`src/design/eth_pkg.sv`:
```
package eth_pkg;

	// one gmii lane, byte wide
	typedef struct packed {
		logic		en;		// frame in progress
		logic		er;		// phy reports a symbol error
		logic [7:0]	data;
	} gmii_bus_t;

	// receive stream up to the stack
	typedef struct packed {
		logic		start;		// one cycle ahead of first body byte
		logic		data_valid;
		logic [7:0]	data;
		logic		commit;		// frame passed all checks
		logic		drop;		// frame failed, discard what was passed up
	} eth_rx_bus_t;

	// transmit stream from the stack
	typedef struct packed {
		logic		start;		// bytes follow on the next cycles
		logic		data_valid;	// first low cycle ends the frame
		logic [7:0]	data;
	} eth_tx_bus_t;

	typedef enum logic [1:0] {
		RX_IDLE,
		RX_PREAMBLE,
		RX_BODY,
		RX_DISCARD		// malformed start, wait for en to drop
	} rx_state_t;

	typedef enum logic [2:0] {
		TX_IDLE,
		TX_PREAMBLE,
		TX_BODY,
		TX_PAD,
		TX_FCS,
		TX_GAP
	} tx_state_t;

	// counter selector, values double as counter index
	typedef enum logic [1:0] {
		RX_GOOD		= 2'd0,
		RX_CRC_ERR	= 2'd1,
		RX_RUNT		= 2'd2,
		TX_FRAMES	= 2'd3
	} perf_sel_t;

	localparam logic [7:0]	PREAMBLE_BYTE	= 8'h55;
	localparam logic [7:0]	SFD_BYTE	= 8'hd5;
	localparam int		MIN_BODY_BYTES	= 60;		// excludes fcs
	localparam int		FCS_BYTES	= 4;
	localparam int		IFG_CYCLES	= 12;

	// crc register after a clean frame plus its fcs, msb-first form
	localparam logic [31:0]	CRC_RESIDUE	= 32'hc704dd7b;

endpackage

```
`src/design/eth_crc32.sv`:
```
`timescale 1ns/1ps

module eth_crc32 (
	input  logic		clk_125mhz,
	input  logic		rst,
	input  logic		init,		// preset to all ones
	input  logic		update,		// fold in data this cycle
	input  logic [7:0]	data,
	output logic [31:0]	crc		// raw register, not inverted
);

	localparam logic [31:0] POLY = 32'hedb88320;	// 802.3 polynomial, lsb-first form

	// one byte, lsb first as it goes on the wire
	function automatic logic [31:0] crc_byte(input logic [31:0] c, input logic [7:0] d);
		logic [31:0] r;
		r = c;
		for (int i = 0; i < 8; i++) begin
			if (r[0] ^ d[i])
				r = (r >> 1) ^ POLY;
			else
				r = r >> 1;
		end
		return r;
	endfunction

	always_ff @(posedge clk_125mhz) begin
		if (rst || init)
			crc <= '1;
		else if (update)
			crc <= crc_byte(crc, data);
	end

endmodule

```
`src/design/gmii_rx_framer.sv`:
```
`timescale 1ns/1ps

module gmii_rx_framer import eth_pkg::*; (
	input  logic		clk_125mhz,
	input  logic		rst,
	input  gmii_bus_t	gmii_rx,
	output eth_rx_bus_t	rx_bus,
	output logic		rx_good,
	output logic		rx_crc_err,
	output logic		rx_runt
);

	localparam logic [6:0] FRAME_MIN = 7'(MIN_BODY_BYTES + FCS_BYTES);	// body plus fcs

	rx_state_t		state;
	logic [3:0][7:0]	hold;		// holding pipe, hold[3] is oldest
	logic [2:0]		fill;		// bytes in the pipe, stops at 4
	logic [6:0]		byte_cnt;	// bytes after sfd, stops at FRAME_MIN
	logic			er_seen;	// er rose somewhere in the body
	logic			commit_q;
	logic			crc_err_q;
	logic			runt_q;
	logic			body_byte;
	logic			sfd_hit;
	logic [31:0]		crc;
	logic [31:0]		crc_msb;
	logic			crc_ok;
	logic			long_ok;

	assign body_byte = (state == RX_BODY) && gmii_rx.en;
	assign sfd_hit   = (state == RX_PREAMBLE) && gmii_rx.en && (gmii_rx.data == SFD_BYTE);
	assign crc_msb   = {<<{crc}};		// residue constant is msb-first
	assign crc_ok    = (crc_msb == CRC_RESIDUE);
	assign long_ok   = (byte_cnt == FRAME_MIN);

	// every byte after sfd goes through, fcs included
	eth_crc32 u_crc (
		.clk_125mhz	(clk_125mhz),
		.rst		(rst),
		.init		(sfd_hit),
		.update		(body_byte),
		.data		(gmii_rx.data),
		.crc		(crc)
	);

	always_ff @(posedge clk_125mhz) begin
		if (rst) begin
			state     <= RX_IDLE;
			fill      <= '0;
			byte_cnt  <= '0;
			er_seen   <= 1'b0;
			commit_q  <= 1'b0;
			crc_err_q <= 1'b0;
			runt_q    <= 1'b0;
		end else begin
			commit_q  <= 1'b0;		// verdicts are single pulses
			crc_err_q <= 1'b0;
			runt_q    <= 1'b0;
			case (state)
				RX_IDLE: begin
					if (gmii_rx.en)
						state <= (gmii_rx.data == PREAMBLE_BYTE) ? RX_PREAMBLE : RX_DISCARD;
				end
				RX_PREAMBLE: begin
					if (!gmii_rx.en) begin
						state <= RX_IDLE;	// ended inside preamble, nothing to report
					end else if (sfd_hit) begin
						state    <= RX_BODY;
						fill     <= '0;
						byte_cnt <= '0;
						er_seen  <= 1'b0;
					end else if (gmii_rx.data != PREAMBLE_BYTE) begin
						state <= RX_DISCARD;
					end
				end
				RX_BODY: begin
					if (gmii_rx.en) begin
						if (fill != 3'd4)
							fill <= fill + 3'd1;
						if (!long_ok)
							byte_cnt <= byte_cnt + 7'd1;
						if (gmii_rx.er)
							er_seen <= 1'b1;
					end else begin
						state     <= RX_IDLE;
						commit_q  <= crc_ok && !er_seen && long_ok;
						crc_err_q <= !crc_ok || er_seen;	// er counts as a crc failure
						runt_q    <= crc_ok && !er_seen && !long_ok;
					end
				end
				RX_DISCARD: begin
					if (!gmii_rx.en)
						state <= RX_IDLE;
				end
				default: state <= RX_IDLE;
			endcase
		end
	end

	always_ff @(posedge clk_125mhz) begin
		if (body_byte)
			hold <= {hold[2:0], gmii_rx.data};
	end

	// a held byte leaves only when a fifth byte arrives behind it, so fcs stays back
	always_comb begin
		rx_bus.start      = body_byte && (fill == 3'd3);
		rx_bus.data_valid = body_byte && (fill == 3'd4);
		rx_bus.data       = hold[3];
		rx_bus.commit     = commit_q;
		rx_bus.drop       = crc_err_q || runt_q;
	end

	assign rx_good    = commit_q;
	assign rx_crc_err = crc_err_q;
	assign rx_runt    = runt_q;

	assert property (@(posedge clk_125mhz) disable iff (rst)
		!(rx_bus.commit && rx_bus.drop))
		else $error("rx framer: commit and drop together");

endmodule

```
`src/design/gmii_tx_framer.sv`:
```
`timescale 1ns/1ps

module gmii_tx_framer import eth_pkg::*; (
	input  logic		clk_125mhz,
	input  logic		rst,
	input  eth_tx_bus_t	tx_bus,
	output logic		tx_ready,
	output gmii_bus_t	gmii_tx,
	output logic		tx_done
);

	localparam logic [6:0] PRE_LAST = 7'd6;			// last cnt of preamble, sfd goes out here
	localparam logic [6:0] PAD_LEN  = 7'(MIN_BODY_BYTES);
	localparam logic [6:0] FCS_LAST = 7'(FCS_BYTES - 1);
	localparam logic [6:0] GAP_LAST = 7'(IFG_CYCLES);

	tx_state_t		state;
	logic [6:0]		cnt;		// preamble index, body length, fcs index or gap count
	logic			accepting;	// input frame still delivering bytes
	logic [6:0][7:0]	dline;		// delay line, dline[6] is oldest
	logic [6:0]		dval;
	logic [31:0]		crc;
	logic			body_now;	// next byte comes from the delay line
	logic			pad_now;	// next byte is a zero pad
	logic [1:0]		fcs_idx;
	logic [7:0]		next_byte;

	assign tx_ready = (state == TX_IDLE);

	always_comb begin
		body_now  = (state == TX_BODY) && dval[6];
		pad_now   = ((state == TX_BODY) || (state == TX_PAD)) && !body_now && (cnt < PAD_LEN);
		fcs_idx   = (state == TX_FCS) ? cnt[1:0] : 2'd0;
		if (body_now)
			next_byte = dline[6];
		else if (pad_now)
			next_byte = 8'h00;
		else
			next_byte = ~crc[8*fcs_idx +: 8];	// fcs, low byte first
	end

	// covers body and pad, sampled as they are put on the wire
	eth_crc32 u_crc (
		.clk_125mhz	(clk_125mhz),
		.rst		(rst),
		.init		(tx_ready && tx_bus.start),
		.update		(body_now || pad_now),
		.data		(next_byte),
		.crc		(crc)
	);

	// seven stages here plus the output register make eight
	always_ff @(posedge clk_125mhz)
		dline <= {dline[5:0], tx_bus.data};

	always_ff @(posedge clk_125mhz) begin
		if (rst) begin
			state      <= TX_IDLE;
			cnt        <= '0;
			accepting  <= 1'b0;
			dval       <= '0;
			gmii_tx.en <= 1'b0;
			gmii_tx.er <= 1'b0;
			tx_done    <= 1'b0;
		end else begin
			dval       <= {dval[5:0], accepting && tx_bus.data_valid};
			gmii_tx.er <= 1'b0;		// no error injection on transmit
			tx_done    <= 1'b0;
			if (tx_ready && tx_bus.start)
				accepting <= 1'b1;
			else if (!tx_bus.data_valid)
				accepting <= 1'b0;

			case (state)
				TX_IDLE: begin
					gmii_tx.en <= 1'b0;
					if (tx_bus.start) begin
						state        <= TX_PREAMBLE;
						cnt          <= '0;
						gmii_tx.en   <= 1'b1;
						gmii_tx.data <= PREAMBLE_BYTE;	// first of seven
					end
				end
				TX_PREAMBLE: begin
					gmii_tx.data <= (cnt == PRE_LAST) ? SFD_BYTE : PREAMBLE_BYTE;
					if (cnt == PRE_LAST) begin
						state <= TX_BODY;
						cnt   <= '0;
					end else begin
						cnt <= cnt + 7'd1;
					end
				end
				TX_BODY, TX_PAD: begin
					gmii_tx.data <= next_byte;
					if (body_now || pad_now) begin
						if (cnt < PAD_LEN)
							cnt <= cnt + 7'd1;	// length only matters up to 60
						if (pad_now)
							state <= TX_PAD;
					end else begin
						state <= TX_FCS;		// fcs byte 0 goes out now
						cnt   <= 7'd1;
					end
				end
				TX_FCS: begin
					gmii_tx.data <= next_byte;
					if (cnt == FCS_LAST) begin
						state   <= TX_GAP;
						cnt     <= '0;
						tx_done <= 1'b1;		// lines up with the last fcs byte
					end else begin
						cnt <= cnt + 7'd1;
					end
				end
				TX_GAP: begin
					gmii_tx.en <= 1'b0;
					if (cnt == GAP_LAST)
						state <= TX_IDLE;
					else
						cnt <= cnt + 7'd1;
				end
				default: state <= TX_IDLE;
			endcase
		end
	end

	assert property (@(posedge clk_125mhz) disable iff (rst)
		tx_bus.start |-> tx_ready)
		else $error("tx framer: start while not ready");

	// gap is held for the full ifg after every frame
	assert property (@(posedge clk_125mhz) disable iff (rst)
		$fell(gmii_tx.en) |-> !tx_ready [*IFG_CYCLES])
		else $error("tx framer: inter-frame gap cut short");

endmodule

```
`src/design/mac_perf_counters.sv`:
```
`timescale 1ns/1ps

module mac_perf_counters import eth_pkg::*; #(
	parameter int COUNTER_WIDTH = 32
) (
	input  logic				clk_125mhz,
	input  logic				rst,
	input  logic				rx_good,
	input  logic				rx_crc_err,
	input  logic				rx_runt,
	input  logic				tx_done,
	input  logic				stat_req,
	input  perf_sel_t			stat_sel,
	output logic				stat_ack,
	output logic [COUNTER_WIDTH-1:0]	stat_value
);

	if (COUNTER_WIDTH < 8) begin : g_width_check
		$error("mac_perf_counters: COUNTER_WIDTH below 8");
	end

	logic [3:0]				events;
	logic [3:0][COUNTER_WIDTH-1:0]		count;

	// bit order follows perf_sel_t
	always_comb begin
		events             = '0;
		events[RX_GOOD]    = rx_good;
		events[RX_CRC_ERR] = rx_crc_err;
		events[RX_RUNT]    = rx_runt;
		events[TX_FRAMES]  = tx_done;
	end

	// counters stick at all ones instead of wrapping
	always_ff @(posedge clk_125mhz) begin
		if (rst) begin
			count <= '0;
		end else begin
			for (int i = 0; i < 4; i++) begin
				if (events[i] && (count[i] != '1))
					count[i] <= count[i] + COUNTER_WIDTH'(1);
			end
		end
	end

	// four-phase: ack follows req up and down, one cycle late
	always_ff @(posedge clk_125mhz) begin
		if (rst)
			stat_ack <= 1'b0;
		else if (stat_req && !stat_ack)
			stat_ack <= 1'b1;
		else if (!stat_req)
			stat_ack <= 1'b0;
	end

	// snapshot taken once per request, frozen while ack is up
	always_ff @(posedge clk_125mhz) begin
		if (stat_req && !stat_ack)
			stat_value <= count[stat_sel];
	end

	assert property (@(posedge clk_125mhz) disable iff (rst)
		$rose(stat_ack) |-> $past(stat_req))
		else $error("perf counters: ack without request");

endmodule

```
`src/design/eth_mac_top.sv`:
```
`timescale 1ns/1ps

module eth_mac_top import eth_pkg::*; #(
	parameter int COUNTER_WIDTH = 32
) (
	input  logic				clk_125mhz,
	input  logic				rst,

	input  gmii_bus_t			gmii_rx,	// from phy
	output gmii_bus_t			gmii_tx,	// to phy

	output eth_rx_bus_t			mac_rx_bus,
	input  eth_tx_bus_t			mac_tx_bus,
	output logic				mac_tx_ready,

	input  logic				stat_req,
	input  perf_sel_t			stat_sel,
	output logic				stat_ack,
	output logic [COUNTER_WIDTH-1:0]	stat_value
);

	logic	rx_good;
	logic	rx_crc_err;
	logic	rx_runt;
	logic	tx_done;

	gmii_rx_framer u_rx_framer (
		.clk_125mhz	(clk_125mhz),
		.rst		(rst),
		.gmii_rx	(gmii_rx),
		.rx_bus		(mac_rx_bus),
		.rx_good	(rx_good),
		.rx_crc_err	(rx_crc_err),
		.rx_runt	(rx_runt)
	);

	gmii_tx_framer u_tx_framer (
		.clk_125mhz	(clk_125mhz),
		.rst		(rst),
		.tx_bus		(mac_tx_bus),
		.tx_ready	(mac_tx_ready),
		.gmii_tx	(gmii_tx),
		.tx_done	(tx_done)
	);

	// both paths feed one counter block
	mac_perf_counters #(
		.COUNTER_WIDTH	(COUNTER_WIDTH)
	) u_perf_counters (
		.clk_125mhz	(clk_125mhz),
		.rst		(rst),
		.rx_good	(rx_good),
		.rx_crc_err	(rx_crc_err),
		.rx_runt	(rx_runt),
		.tx_done	(tx_done),
		.stat_req	(stat_req),
		.stat_sel	(stat_sel),
		.stat_ack	(stat_ack),
		.stat_value	(stat_value)
	);

endmodule

```
`config.mk`:
```
export PLATFORM = sky130hd
export DESIGN_NAME = eth_mac_top
export DESIGN_NICKNAME = d
export VERILOG_FILES = /design/src/design/eth_pkg.sv /design/src/design/eth_crc32.sv /design/src/design/gmii_rx_framer.sv /design/src/design/gmii_tx_framer.sv /design/src/design/mac_perf_counters.sv /design/src/design/eth_mac_top.sv
export SDC_FILE = /design/constraint.sdc
export NUM_CORES = 1
export LEC_CHECK = 0
export BUFFER_PORTS_ARGS = -buffer_cell sky130_fd_sc_hd__buf_2
export CAP_MARGIN = 40
export CORE_ASPECT_RATIO = 1.4
export CORE_MARGIN = 8
export CORE_UTILIZATION = 52
export CTS_CLUSTER_SIZE = 10
export DETAILED_ROUTE_END_ITERATION = 12
export PLACE_DENSITY = 0.69
export RECOVER_POWER = 50
export SLEW_MARGIN = 25
export SYNTH_ARGS = -nofsm -noshare
export SYNTH_HDL_FRONTEND = slang
export SYNTH_SLANG_ARGS = --single-unit
```
`constraint.sdc`:
```
create_clock -name clk_125mhz -period 3.6 [get_ports clk_125mhz]
set_input_delay 0 -clock clk_125mhz [delete_from_list [all_inputs] [get_ports clk_125mhz]]
set_output_delay 0 -clock clk_125mhz [all_outputs]
set_load 0.005 [all_outputs]
```
==> results of run 1 <==
[how the worst min path moves through the flow]
stage | to | from | slack (ps) | depth (start not counted)
after floorplan | u_tx_framer.dline[0] | mac_tx_bus[0] | 30 | 0
after global placement | u_tx_framer.dline[5] | mac_tx_bus[5] | 100 | 1
after detailed placement | u_tx_framer.dline[3] | mac_tx_bus[3] | 100 | 1
after CTS | u_tx_framer.dline[6] | mac_tx_bus[6] | 70 | 2
after global routing | u_tx_framer.dline[5] | mac_tx_bus[5] | 100 | 2
final | u_tx_framer.dline[3] | mac_tx_bus[3] | 100 | 2
[logic make-up (layout without fill, tap and decap cells)]
family                     count (synthesis)  after routing  share of synthesized area (%)
xor gates and xnor gates                 237            237                           13.8
other                                      1              1                         0.0236
adders and majority gates                 12             12                          0.946
DFF                                      357            357                           49.6
buffers and inverters                    101            227                           2.81
AOI/OAI and AO/OA                        219            219                           9.27
and+or+nand+nor                          566            566                           18.0
muxes                                     48             48                           5.55
[per-stage QoR]
step	cell area (um2)	cells	power, mW	worst slack [ps]	utilization [%]
2_1_floorplan	15900	1541	7.11	942	-
3_5_place_dp	16700	1962	7.72	491	55.5
3_3_place_gp	16600	1960	7.69	604	55.4
5_1_grt	18000	2052	11.9	109	59.9
6_report	18000	2052	11.4	348	59.9
4_1_cts	18100	2050	11.5	391	60.2
[flip-flops by register name (all words and copies together) (netlist names), 8 cells and up]
register and flops:
u_perf_counters.count 128, u_tx_framer.dline 56, u_perf_counters.stat_value 32, u_rx_framer.u_crc.crc 32
u_tx_framer.u_crc.crc 32, u_rx_framer.hold 24, u_tx_framer.gmii_tx 9, u_rx_framer.rx_bus 8
[cell type report]
type                            instances  share of cell area (%)
Clock inverter                          3                   0.230
Inverter                               29                   0.605
Clock buffer                           60                    6.16
Sequential cell                       357                    43.8
Multi-Input combinational cell       1083                    42.1
Tap cell                              385                    2.68
Timing Repair Buffer                  135                    4.47
[metal layers]
layer	track usage, %	up-vias	wire, um
met1	25.7	5594	15900
met5	0	-	0
li1	-	5642	-
met3	3.11	63	1660
met2	34.3	295	18400
met4	7.23	0	1020
[power groups by stage]
stage | clock (mW) | combinational, mW | sequential (mW)
3_3_place_gp | 0 | 3.11 | 4.58
5_1_grt | 3.91 | 3.47 | 4.53
4_1_cts | 3.75 | 3.21 | 4.50
2_1_floorplan | 0 | 2.61 | 4.50
6_report | 3.66 | 3.20 | 4.50
3_5_place_dp | 0 | 3.14 | 4.58
[synthesized netlist by cell type (all sizes together), types with 3 or more instances]
| library cell | count |
|---|---|
| xnor2 | 123 |
| nor3 | 29 |
| inv | 29 |
| edfxtp | 72 |
| and3 | 20 |
| ha | 12 |
| nand2b | 7 |
| a2bb2oi | 7 |
| and2 | 9 |
| nor4 | 11 |
| dfxtp | 285 |
| nor3b | 7 |
| mux2i | 16 |
| and4 | 14 |
| o211ai | 39 |
| a21oi | 69 |
| o21ai | 50 |
| buf | 26 |
| nor2 | 170 |
| nand4 | 47 |
| a211oi | 3 |
| nand2 | 124 |
| a21o | 5 |
| nand3b | 3 |
| mux4 | 32 |
| o32a | 5 |
| clkbuf | 46 |
| or3 | 31 |
| a311oi | 3 |
| o2111ai | 3 |
| nor4b | 3 |
| a211o | 5 |
| nand3 | 52 |
| nand4b | 4 |
| nor2b | 19 |
| a31oi | 3 |
| xor2 | 114 |
| a21boi | 6 |
| or2 | 5 |
[worst max-delay path, stage by stage, from the launching register on]
cell and delay [ps]:
dfxtp_1 410, a41oi_1 600, a21o_1 590, a311o_1 250, o2111ai_4 270, xnor2_1 510, xnor2_1 170, nor2b_1 170
o31ai_2 200
[timing repair]
item	4_1_cts	5_1_grt
hold endpoints to repair	48	0
hold buffers	25	0
setup endpoints to repair	0	0
==> key figures, run 1 <==
Run status
  – Outcome: finished with violations
  – Failing checks: capacitance limit, slew limit

Clocking
  – Worst-skew pair later-pin latency: 540 ps
  – CTS tree: yes
  – Cts bufs inserted: 41
  – H-tree levels: 2
  – Max clock buf depth: 3
  – CTS root buffer: clkbuf_16
  – Clock transition at path regs: 50 ps
  – CTS Sinks: 357
  – Post-CTS Setup Bufs: 0
  – Post-cts resize count: 0

GRT
  – Total GRT Usage: 20.3%
  – Vias in the first global route: 11.4k
  – First-pass GRT wire length: 60.3 mm
  – GRT overflow: 0
  – Antenna violations before repair: 0
  – Largest net degree at the start of global routing: 74

Logic synthesis
  – Top post-synthesis cells by area: dfxtp_1 (36%), edfxtp_1 (14%), xnor2_1 (6.2%)
  – Syn Area/Cell: 10.3 um2
  – Dominant cell type by area after synthesis: dfxtp_1
  – Synthesized flop and latch total: 357
  – Cell variety after synth: 78
  – Syn Inst Count: 1541
  – Post-synth EDFFs: 72
  – FFs w/ async S/R, synth: 0%
  – YS warnings: 0
  – Ys flop type: dfxtp_1
  – Sequential share of the synthesized area: 49.6%
  – Top cell type's share of synthesized area: 36.0%
  – Syn_nets: 1578
  – Synthesized area: 0.0159 mm2

Job
  – Max Cap Viol: 1

Worst setup path
  – WS Path Type: reg -> reg
  – Beginning of the critical path: u_tx_framer.cnt[2]
  – Reg2Reg Depth: 8
  – Reg2reg start: u_tx_framer.cnt[2]
  – Flop-to-flop setup slack: 350 ps
  – CP Capture Type: flop
  – R2r endpoint: u_tx_framer.u_crc.crc[21]
  – CP Max Fanout: 17
  – Crit path required time: 4060 ps
  – WP data arrival: 3710 ps
  – CP Capture Point: u_tx_framer.u_crc.crc[21]
  – Startpoint Class: flop

STA
  – RSZ-0062 raised after global routing: false
  – Skew final: 15.7 ps
  – Final Max Tran Viols: 74
  – Slew HR: -5.42%
  – Fin. Hold Viols: 0
  – Final Setup Violations: 0
  – Total negative slack: 0 ps
  – Crit path time final: 3250 ps
  – Tightest Pin Transition: 1580 ps
  – Maximum operating frequency: 308 MHz
  – Final Cycle Share: 90.3%
  – Fin Hold WS: 102 ps

Final layout
  – Reg area: 0.00787 mm2
  – Most frequent cells in the layout: dfxtp_1 (285), nor2_1 (170), nand2_1 (123)
  – Diode count: 0
  – Area of the multi-input gates: 0.00757 mm2
  – Nets: 1684
  – Fillers: 2535
  – Area delta synth->final: 13.3%
  – Commonest non-fill, non-tap cell in the layout: dfxtp_1
  – Layout cells sized above 1: 10.3%

Place
  – PortBufs: 79
  – Hpwl dp: 25.5 mm
  – GP Congestion: 0.857

Drt
  – Via Count: 11.6k
  – Routed WL per cell: 18.0 um
  – Residual DRC count: 0
  – Post-route ant nets: 0
  – DRT Pass-1 Iters: 5
  – Routed WL: 36.9 mm
  – DRT iter0 DRCs: 793
  – Via/cell ratio: 5.65

Floorplanning
  – Die area: 0.0364 mm2
  – Die H: 223 um
  – Core Rows: 75
  – Core area: 0.0300 mm2
  – Width of the die: 164 um
  – Initial core utilization: 52.8%
  – Ports: 81

Pwr
  – Cell Pwr Density: 631 mW/mm2
  – Sequential share of power: 39.7%
  – Max VDD drop: 0.000384 V
  – Clock network fraction of total power: 32.2%
  – Combinational share of power: 28.2%
  – Switch share: 30.9%
  – Int Pwr: 7.84 mW
  – Leakage power: 6.39 nW
  – P_sw: 3.51 mW

Worst hold path
  – Min-delay worst type: in -> reg
No activity file was read; power rests on OpenSTA's default activity.
==> run 2: changes to the inputs <==
--- a/config.mk
+++ b/config.mk
@@ -9,10 +9,9 @@
 export CAP_MARGIN = 40
 export CORE_ASPECT_RATIO = 1.4
 export CORE_MARGIN = 8
-export CORE_UTILIZATION = 52
+export CORE_UTILIZATION = 45
 export CTS_CLUSTER_SIZE = 10
 export DETAILED_ROUTE_END_ITERATION = 12
-export PLACE_DENSITY = 0.69
 export RECOVER_POWER = 50
 export SLEW_MARGIN = 25
 export SYNTH_ARGS = -nofsm -noshare
==> run 2 against run 1 <==
Against the previous run: the run still ends with capacitance limit, slew limit left; critical path depth up 1; total power down 0.16%; sequential power barely moved; global-route usage down 2.4 points; combinational power is essentially flat; non-clock buffer count is 2 lower; hold slack better by 3.6 ps; largest cell class unchanged; highest routed layer unchanged.
==> key figures, run 2 (synthesis gave the netlist of run 1 again) <==
Drt
  – Via Count: 11.6k
  – DRT iter0 DRCs: 624
  – Residual DRC count: 0
  – DRT Pass-1 Iters: 5
  – Post-route ant nets: 0
  – Routed WL: 37.7 mm
  – Via/cell ratio: 5.45
  – Routed WL per cell: 17.8 um

Floorplanning
  – Ports: 81
  – Core Rows: 81
  – Die area: 0.0416 mm2
  – Width of the die: 175 um
  – Core area: 0.0349 mm2
  – Initial core utilization: 45.5%
  – Die H: 238 um

Worst setup path
  – WP data arrival: 3650 ps
  – Startpoint Class: flop
  – CP Capture Type: flop
  – Crit path required time: 4060 ps
  – WS Path Type: reg -> reg
  – CP Max Fanout: 18

Place
  – Placed Area: 0.0168 mm2
  – PortBufs: 79
  – DP Worst Slack: 485 ps
  – Hpwl dp: 26.5 mm
  – GP Congestion: 0.849

Clocking
  – CTS tree: yes
  – Worst-skew pair later-pin latency: 550 ps
  – Cts bufs inserted: 41
  – Clock transition at path regs: 60 ps
  – Hold_buf cts: 24
  – Post-cts resize count: 0
  – H-tree levels: 2
  – CTS root buffer: clkbuf_16
  – Max clock buf depth: 3
  – Post-CTS Setup Bufs: 0
  – CTS Sinks: 357

GRT
  – Largest net degree at the start of global routing: 75
  – Total GRT Usage: 17.9%
  – First-pass GRT wire length: 60.9 mm
  – GRT overflow: 0
  – Vias in the first global route: 11.3k
  – Antenna violations before repair: 1

Final layout
  – Max reg flops: 128
  – Most frequent cells in the layout: dfxtp_1 (285), nor2_1 (170), nand2_1 (123)
  – Layout cells sized above 1: 10.2%
  – Nets: 1682
  – Largest register by flop count: u_perf_counters.count
  – Commonest non-fill, non-tap cell in the layout: dfxtp_1
  – Area delta synth->final: 13.7%
  – Top Registers: u_perf_counters.count: 128 flops, u_tx_framer.dline: 56 flops
  – Final Instance Area: 0.0180 mm2

STA
  – RSZ-0062 raised after global routing: false
  – Fin. Hold Viols: 0
  – Crit path time final: 3190 ps
  – Maximum operating frequency: 314 MHz
  – Fin Hold WS: 106 ps
  – Slew HR: -8.06%
  – Final worst slack: 411 ps
  – Final Setup Violations: 0
  – Total negative slack: 0 ps
  – Final Cycle Share: 88.6%
  – Tightest Pin Transition: 1620 ps
  – Final Max Tran Viols: 63
  – Skew final: 21.9 ps

Pwr
  – Leakage power: 6.38 nW
  – Final Power: 11.3 mW
  – Cell Pwr Density: 628 mW/mm2
  – Max VDD drop: 0.000318 V

Job
  – Max Cap Viol: 2

Run status
  – Outcome: finished with violations
  – Failing checks: capacitance limit, slew limit

Worst hold path
  – Min-delay worst type: in -> reg
run 2: path summary, 6_finish.rpt:
kind / from / end / slack (ps) / cells after the start
worst max-delay path: u_tx_framer.state[1] / u_tx_framer.u_crc.crc[21] / 410 / 9
worst min-delay path: mac_tx_bus[4] / u_tx_framer.dline[4] / 110 / 2
worst max register to register: u_tx_framer.state[1] / u_tx_framer.u_crc.crc[21] / 410 / 9
worst min register to register: u_tx_framer.dline[7] / u_tx_framer.dline[15] / 320 / 0
run 2: power breakdown:
| group | switching [mW] | internal, mW |
|---|---|---|
| Clock | 1.55 | 2.09 |
| Combinational | 1.76 | 1.43 |
| Sequential | 0.198 | 4.30 |
run 2: layout make-up:
| cell class | instances | area [um2] |
|---|---|---|
| Tap cell | 456 | 571 |
| Sequential cell | 357 | 7870 |
| Fill cell | 3212 | 16800 |
| Clock inverter | 3 | 41.3 |
| Clock buffer | 59 | 1090 |
| Inverter | 29 | 109 |
| Timing Repair Buffer | 133 | 790 |
| Antenna cell | 1 | 2.50 |
| Multi-Input combinational cell | 1083 | 7570 |
run 2: metrics by stage:
step	utilization, %	instances
2_1_floorplan	-	1541
3_3_place_gp	48.0	2032
3_5_place_dp	48.1	2033
4_1_cts	52.0	2119
5_1_grt	51.8	2121
6_report	51.8	2121
run 2: per-layer routing:
metal | vias to the layer above | GRT usage, % | part of all wire (%)
li1 | 5644 | - | -
met4 | 0 | 6.51 | 2.7
met1 | 5573 | 21.4 | 41
met2 | 272 | 31.9 | 51
met3 | 70 | 3.01 | 4.6
met5 | - | 0 | 0
run 2: worst max-delay path, stage by stage, from the launching register on:
cell	delay, ps
dfxtp_1	530
and4bb_2	550
a21o_1	430
buf_4	270
a211o_1	130
nand3_2	200
xnor2_1	480
xnor2_1	150
nor2b_1	160
o31ai_2	210
==> run 3: changes to the inputs <==
--- a/config.mk
+++ b/config.mk
@@ -12,7 +12,8 @@
 export CORE_UTILIZATION = 45
 export CTS_CLUSTER_SIZE = 10
 export DETAILED_ROUTE_END_ITERATION = 12
-export RECOVER_POWER = 50
+export HOLD_SLACK_MARGIN = 0.05
+export RECOVER_POWER = 100
 export SLEW_MARGIN = 25
 export SYNTH_ARGS = -nofsm -noshare
 export SYNTH_HDL_FRONTEND = slang
==> run 3 against run 2 <==
Against the previous run: the run still ends with capacitance limit, slew limit left; sequential share of layout area grew 0.32 points; maximum frequency shrank 4.4%; register-to-register slack got worse by 150 ps; largest cell class unchanged; highest routed layer unchanged.
==> key figures, run 3 (synthesis gave the netlist of run 1 again) <==
Final layout
  – Largest register by flop count: u_perf_counters.count
  – Nets: 1683
  – Area delta synth->final: 12.9%
  – Most frequent cells in the layout: dfxtp_1 (285), nor2_1 (170), nand2_1 (123)
  – Commonest non-fill, non-tap cell in the layout: dfxtp_1
  – Fillers: 3243
  – Max reg flops: 128
  – Top Registers: u_perf_counters.count: 128 flops, u_tx_framer.dline: 56 flops
  – Layout cells sized above 1: 9.13%

Worst setup path
  – WP data arrival: 3770 ps
  – WS Path Type: reg -> reg
  – Startpoint Class: flop
  – Reg2Reg Depth: 8
  – Crit path required time: 4040 ps
  – CP Max Fanout: 11
  – Flop-to-flop setup slack: 260 ps
  – CP Capture Type: flop

Place
  – DP Worst Slack: 485 ps
  – PortBufs: 79
  – GP Congestion: 0.849
  – Hpwl dp: 26.5 mm

Floorplanning
  – Width of the die: 175 um
  – Core Rows: 81
  – Die area: 0.0416 mm2
  – Initial core utilization: 45.5%
  – Die H: 238 um
  – Core area: 0.0349 mm2
  – Ports: 81

Clocking
  – Worst-skew pair later-pin latency: 550 ps
  – Post-cts resize count: 0
  – Post-CTS Setup Bufs: 0
  – Clock transition at path regs: 60 ps
  – CTS root buffer: clkbuf_16
  – Max clock buf depth: 3
  – CTS Sinks: 357
  – H-tree levels: 2
  – Cts bufs inserted: 41
  – CTS tree: yes

GRT
  – Largest net degree at the start of global routing: 75
  – Vias in the first global route: 11.3k
  – Total GRT Usage: 17.9%
  – First-pass GRT wire length: 60.9 mm
  – Antenna violations before repair: 1
  – GRT overflow: 0

STA
  – Crit path time final: 3340 ps
  – Final Setup Violations: 0
  – Final worst slack: 265 ps
  – Tightest Pin Transition: 1680 ps
  – Total negative slack: 0 ps
  – Slew HR: -11.9%
  – Fin. Hold Viols: 0
  – Final Cycle Share: 92.6%
  – Skew final: 22.2 ps
  – Maximum operating frequency: 300 MHz
  – RSZ-0062 raised after global routing: false
  – Final Max Tran Viols: 137

Run status
  – Outcome: finished with violations
  – Failing checks: capacitance limit, slew limit

Drt
  – Via Count: 11.5k
  – Via/cell ratio: 5.43
  – Residual DRC count: 0
  – Routed WL: 37.8 mm
  – Routed WL per cell: 17.8 um
  – DRT iter0 DRCs: 681
  – DRT Pass-1 Iters: 5
  – Post-route ant nets: 0

Pwr
  – Cell Pwr Density: 623 mW/mm2
  – Max VDD drop: 0.000317 V
  – Leakage power: 6.31 nW

Job
  – Max Cap Viol: 3

Worst hold path
  – WHS Path Cells: 2
  – Min-delay worst type: in -> reg
run 3: layout make-up:
| class | instances | area (um2) | area share, % |
|---|---|---|---|
| flip-flops and latches | 357 | 7870 | 43.9 |
| multi-input cells | 1083 | 7450 | 41.6 |
| clock buffers | 59 | 1090 | 6.11 |
| repair buffers | 134 | 774 | 4.32 |
| well taps | 456 | 571 | 3.19 |
| inverters | 29 | 109 | 0.608 |
| clock inverters | 3 | 41.3 | 0.231 |
| diodes | 1 | 2.50 | 0.0140 |
run 3: metrics by stage:
stage	power, mW	area [um2]	instances	hold WS, ps	util, %
global route	11.7	17900	2122	85.7	51.4
global placement	7.73	16700	2032	102	48.0
finish	11.2	17900	2122	105	51.4
floorplan	7.11	15900	1541	27.7	-
CTS	11.5	18100	2120	68.9	52.1
detailed placement	7.75	16800	2033	104	48.1
run 3: per-layer routing:
layer  vias up  wire [um]  track usage (%)  part of all wire, %
met2       255      19200             31.9                   51
met1      5550      15900             21.4                   42
met3        73       1700             3.01                  4.5
li1       5646          -                -                    -
met4         0       1050             6.51                  2.8
met5         -          0                0                    0
run 3: repair_timing:
| action | 4_1_cts | 5_1_grt |
|---|---|---|
| setup endpoints to repair | 0 | 0 |
| hold buffers | 25 | 0 |
| endpoints found under the hold margin | 83 | 0 |
run 3: worst paths after layout:
path	from	endpoint
worst max-delay path	u_tx_framer.state[2]	u_tx_framer.u_crc.crc[27]
worst min-delay path	mac_tx_bus[4]	u_tx_framer.dline[4]
worst max register to register	u_tx_framer.state[2]	u_tx_framer.u_crc.crc[27]
worst min register to register	u_tx_framer.dline[7]	u_tx_framer.dline[15]
run 3: where the power goes:
part	internal, mW	leakage [nW]	switching, mW
combinational	1.32	2.75	1.69
clock	2.09	0.545	1.56
sequential	4.30	3.01	0.197
run 3: worst max-delay path, cell delays in order, from the launching register on:
cell and delay, ps:
dfxtp_1 500, or3b_1 580, o32ai_1 460, nor3_1 90, nand3b_1 480, xnor2_4 510
xnor2_1 240, xnor2_1 180, a21o_1 180
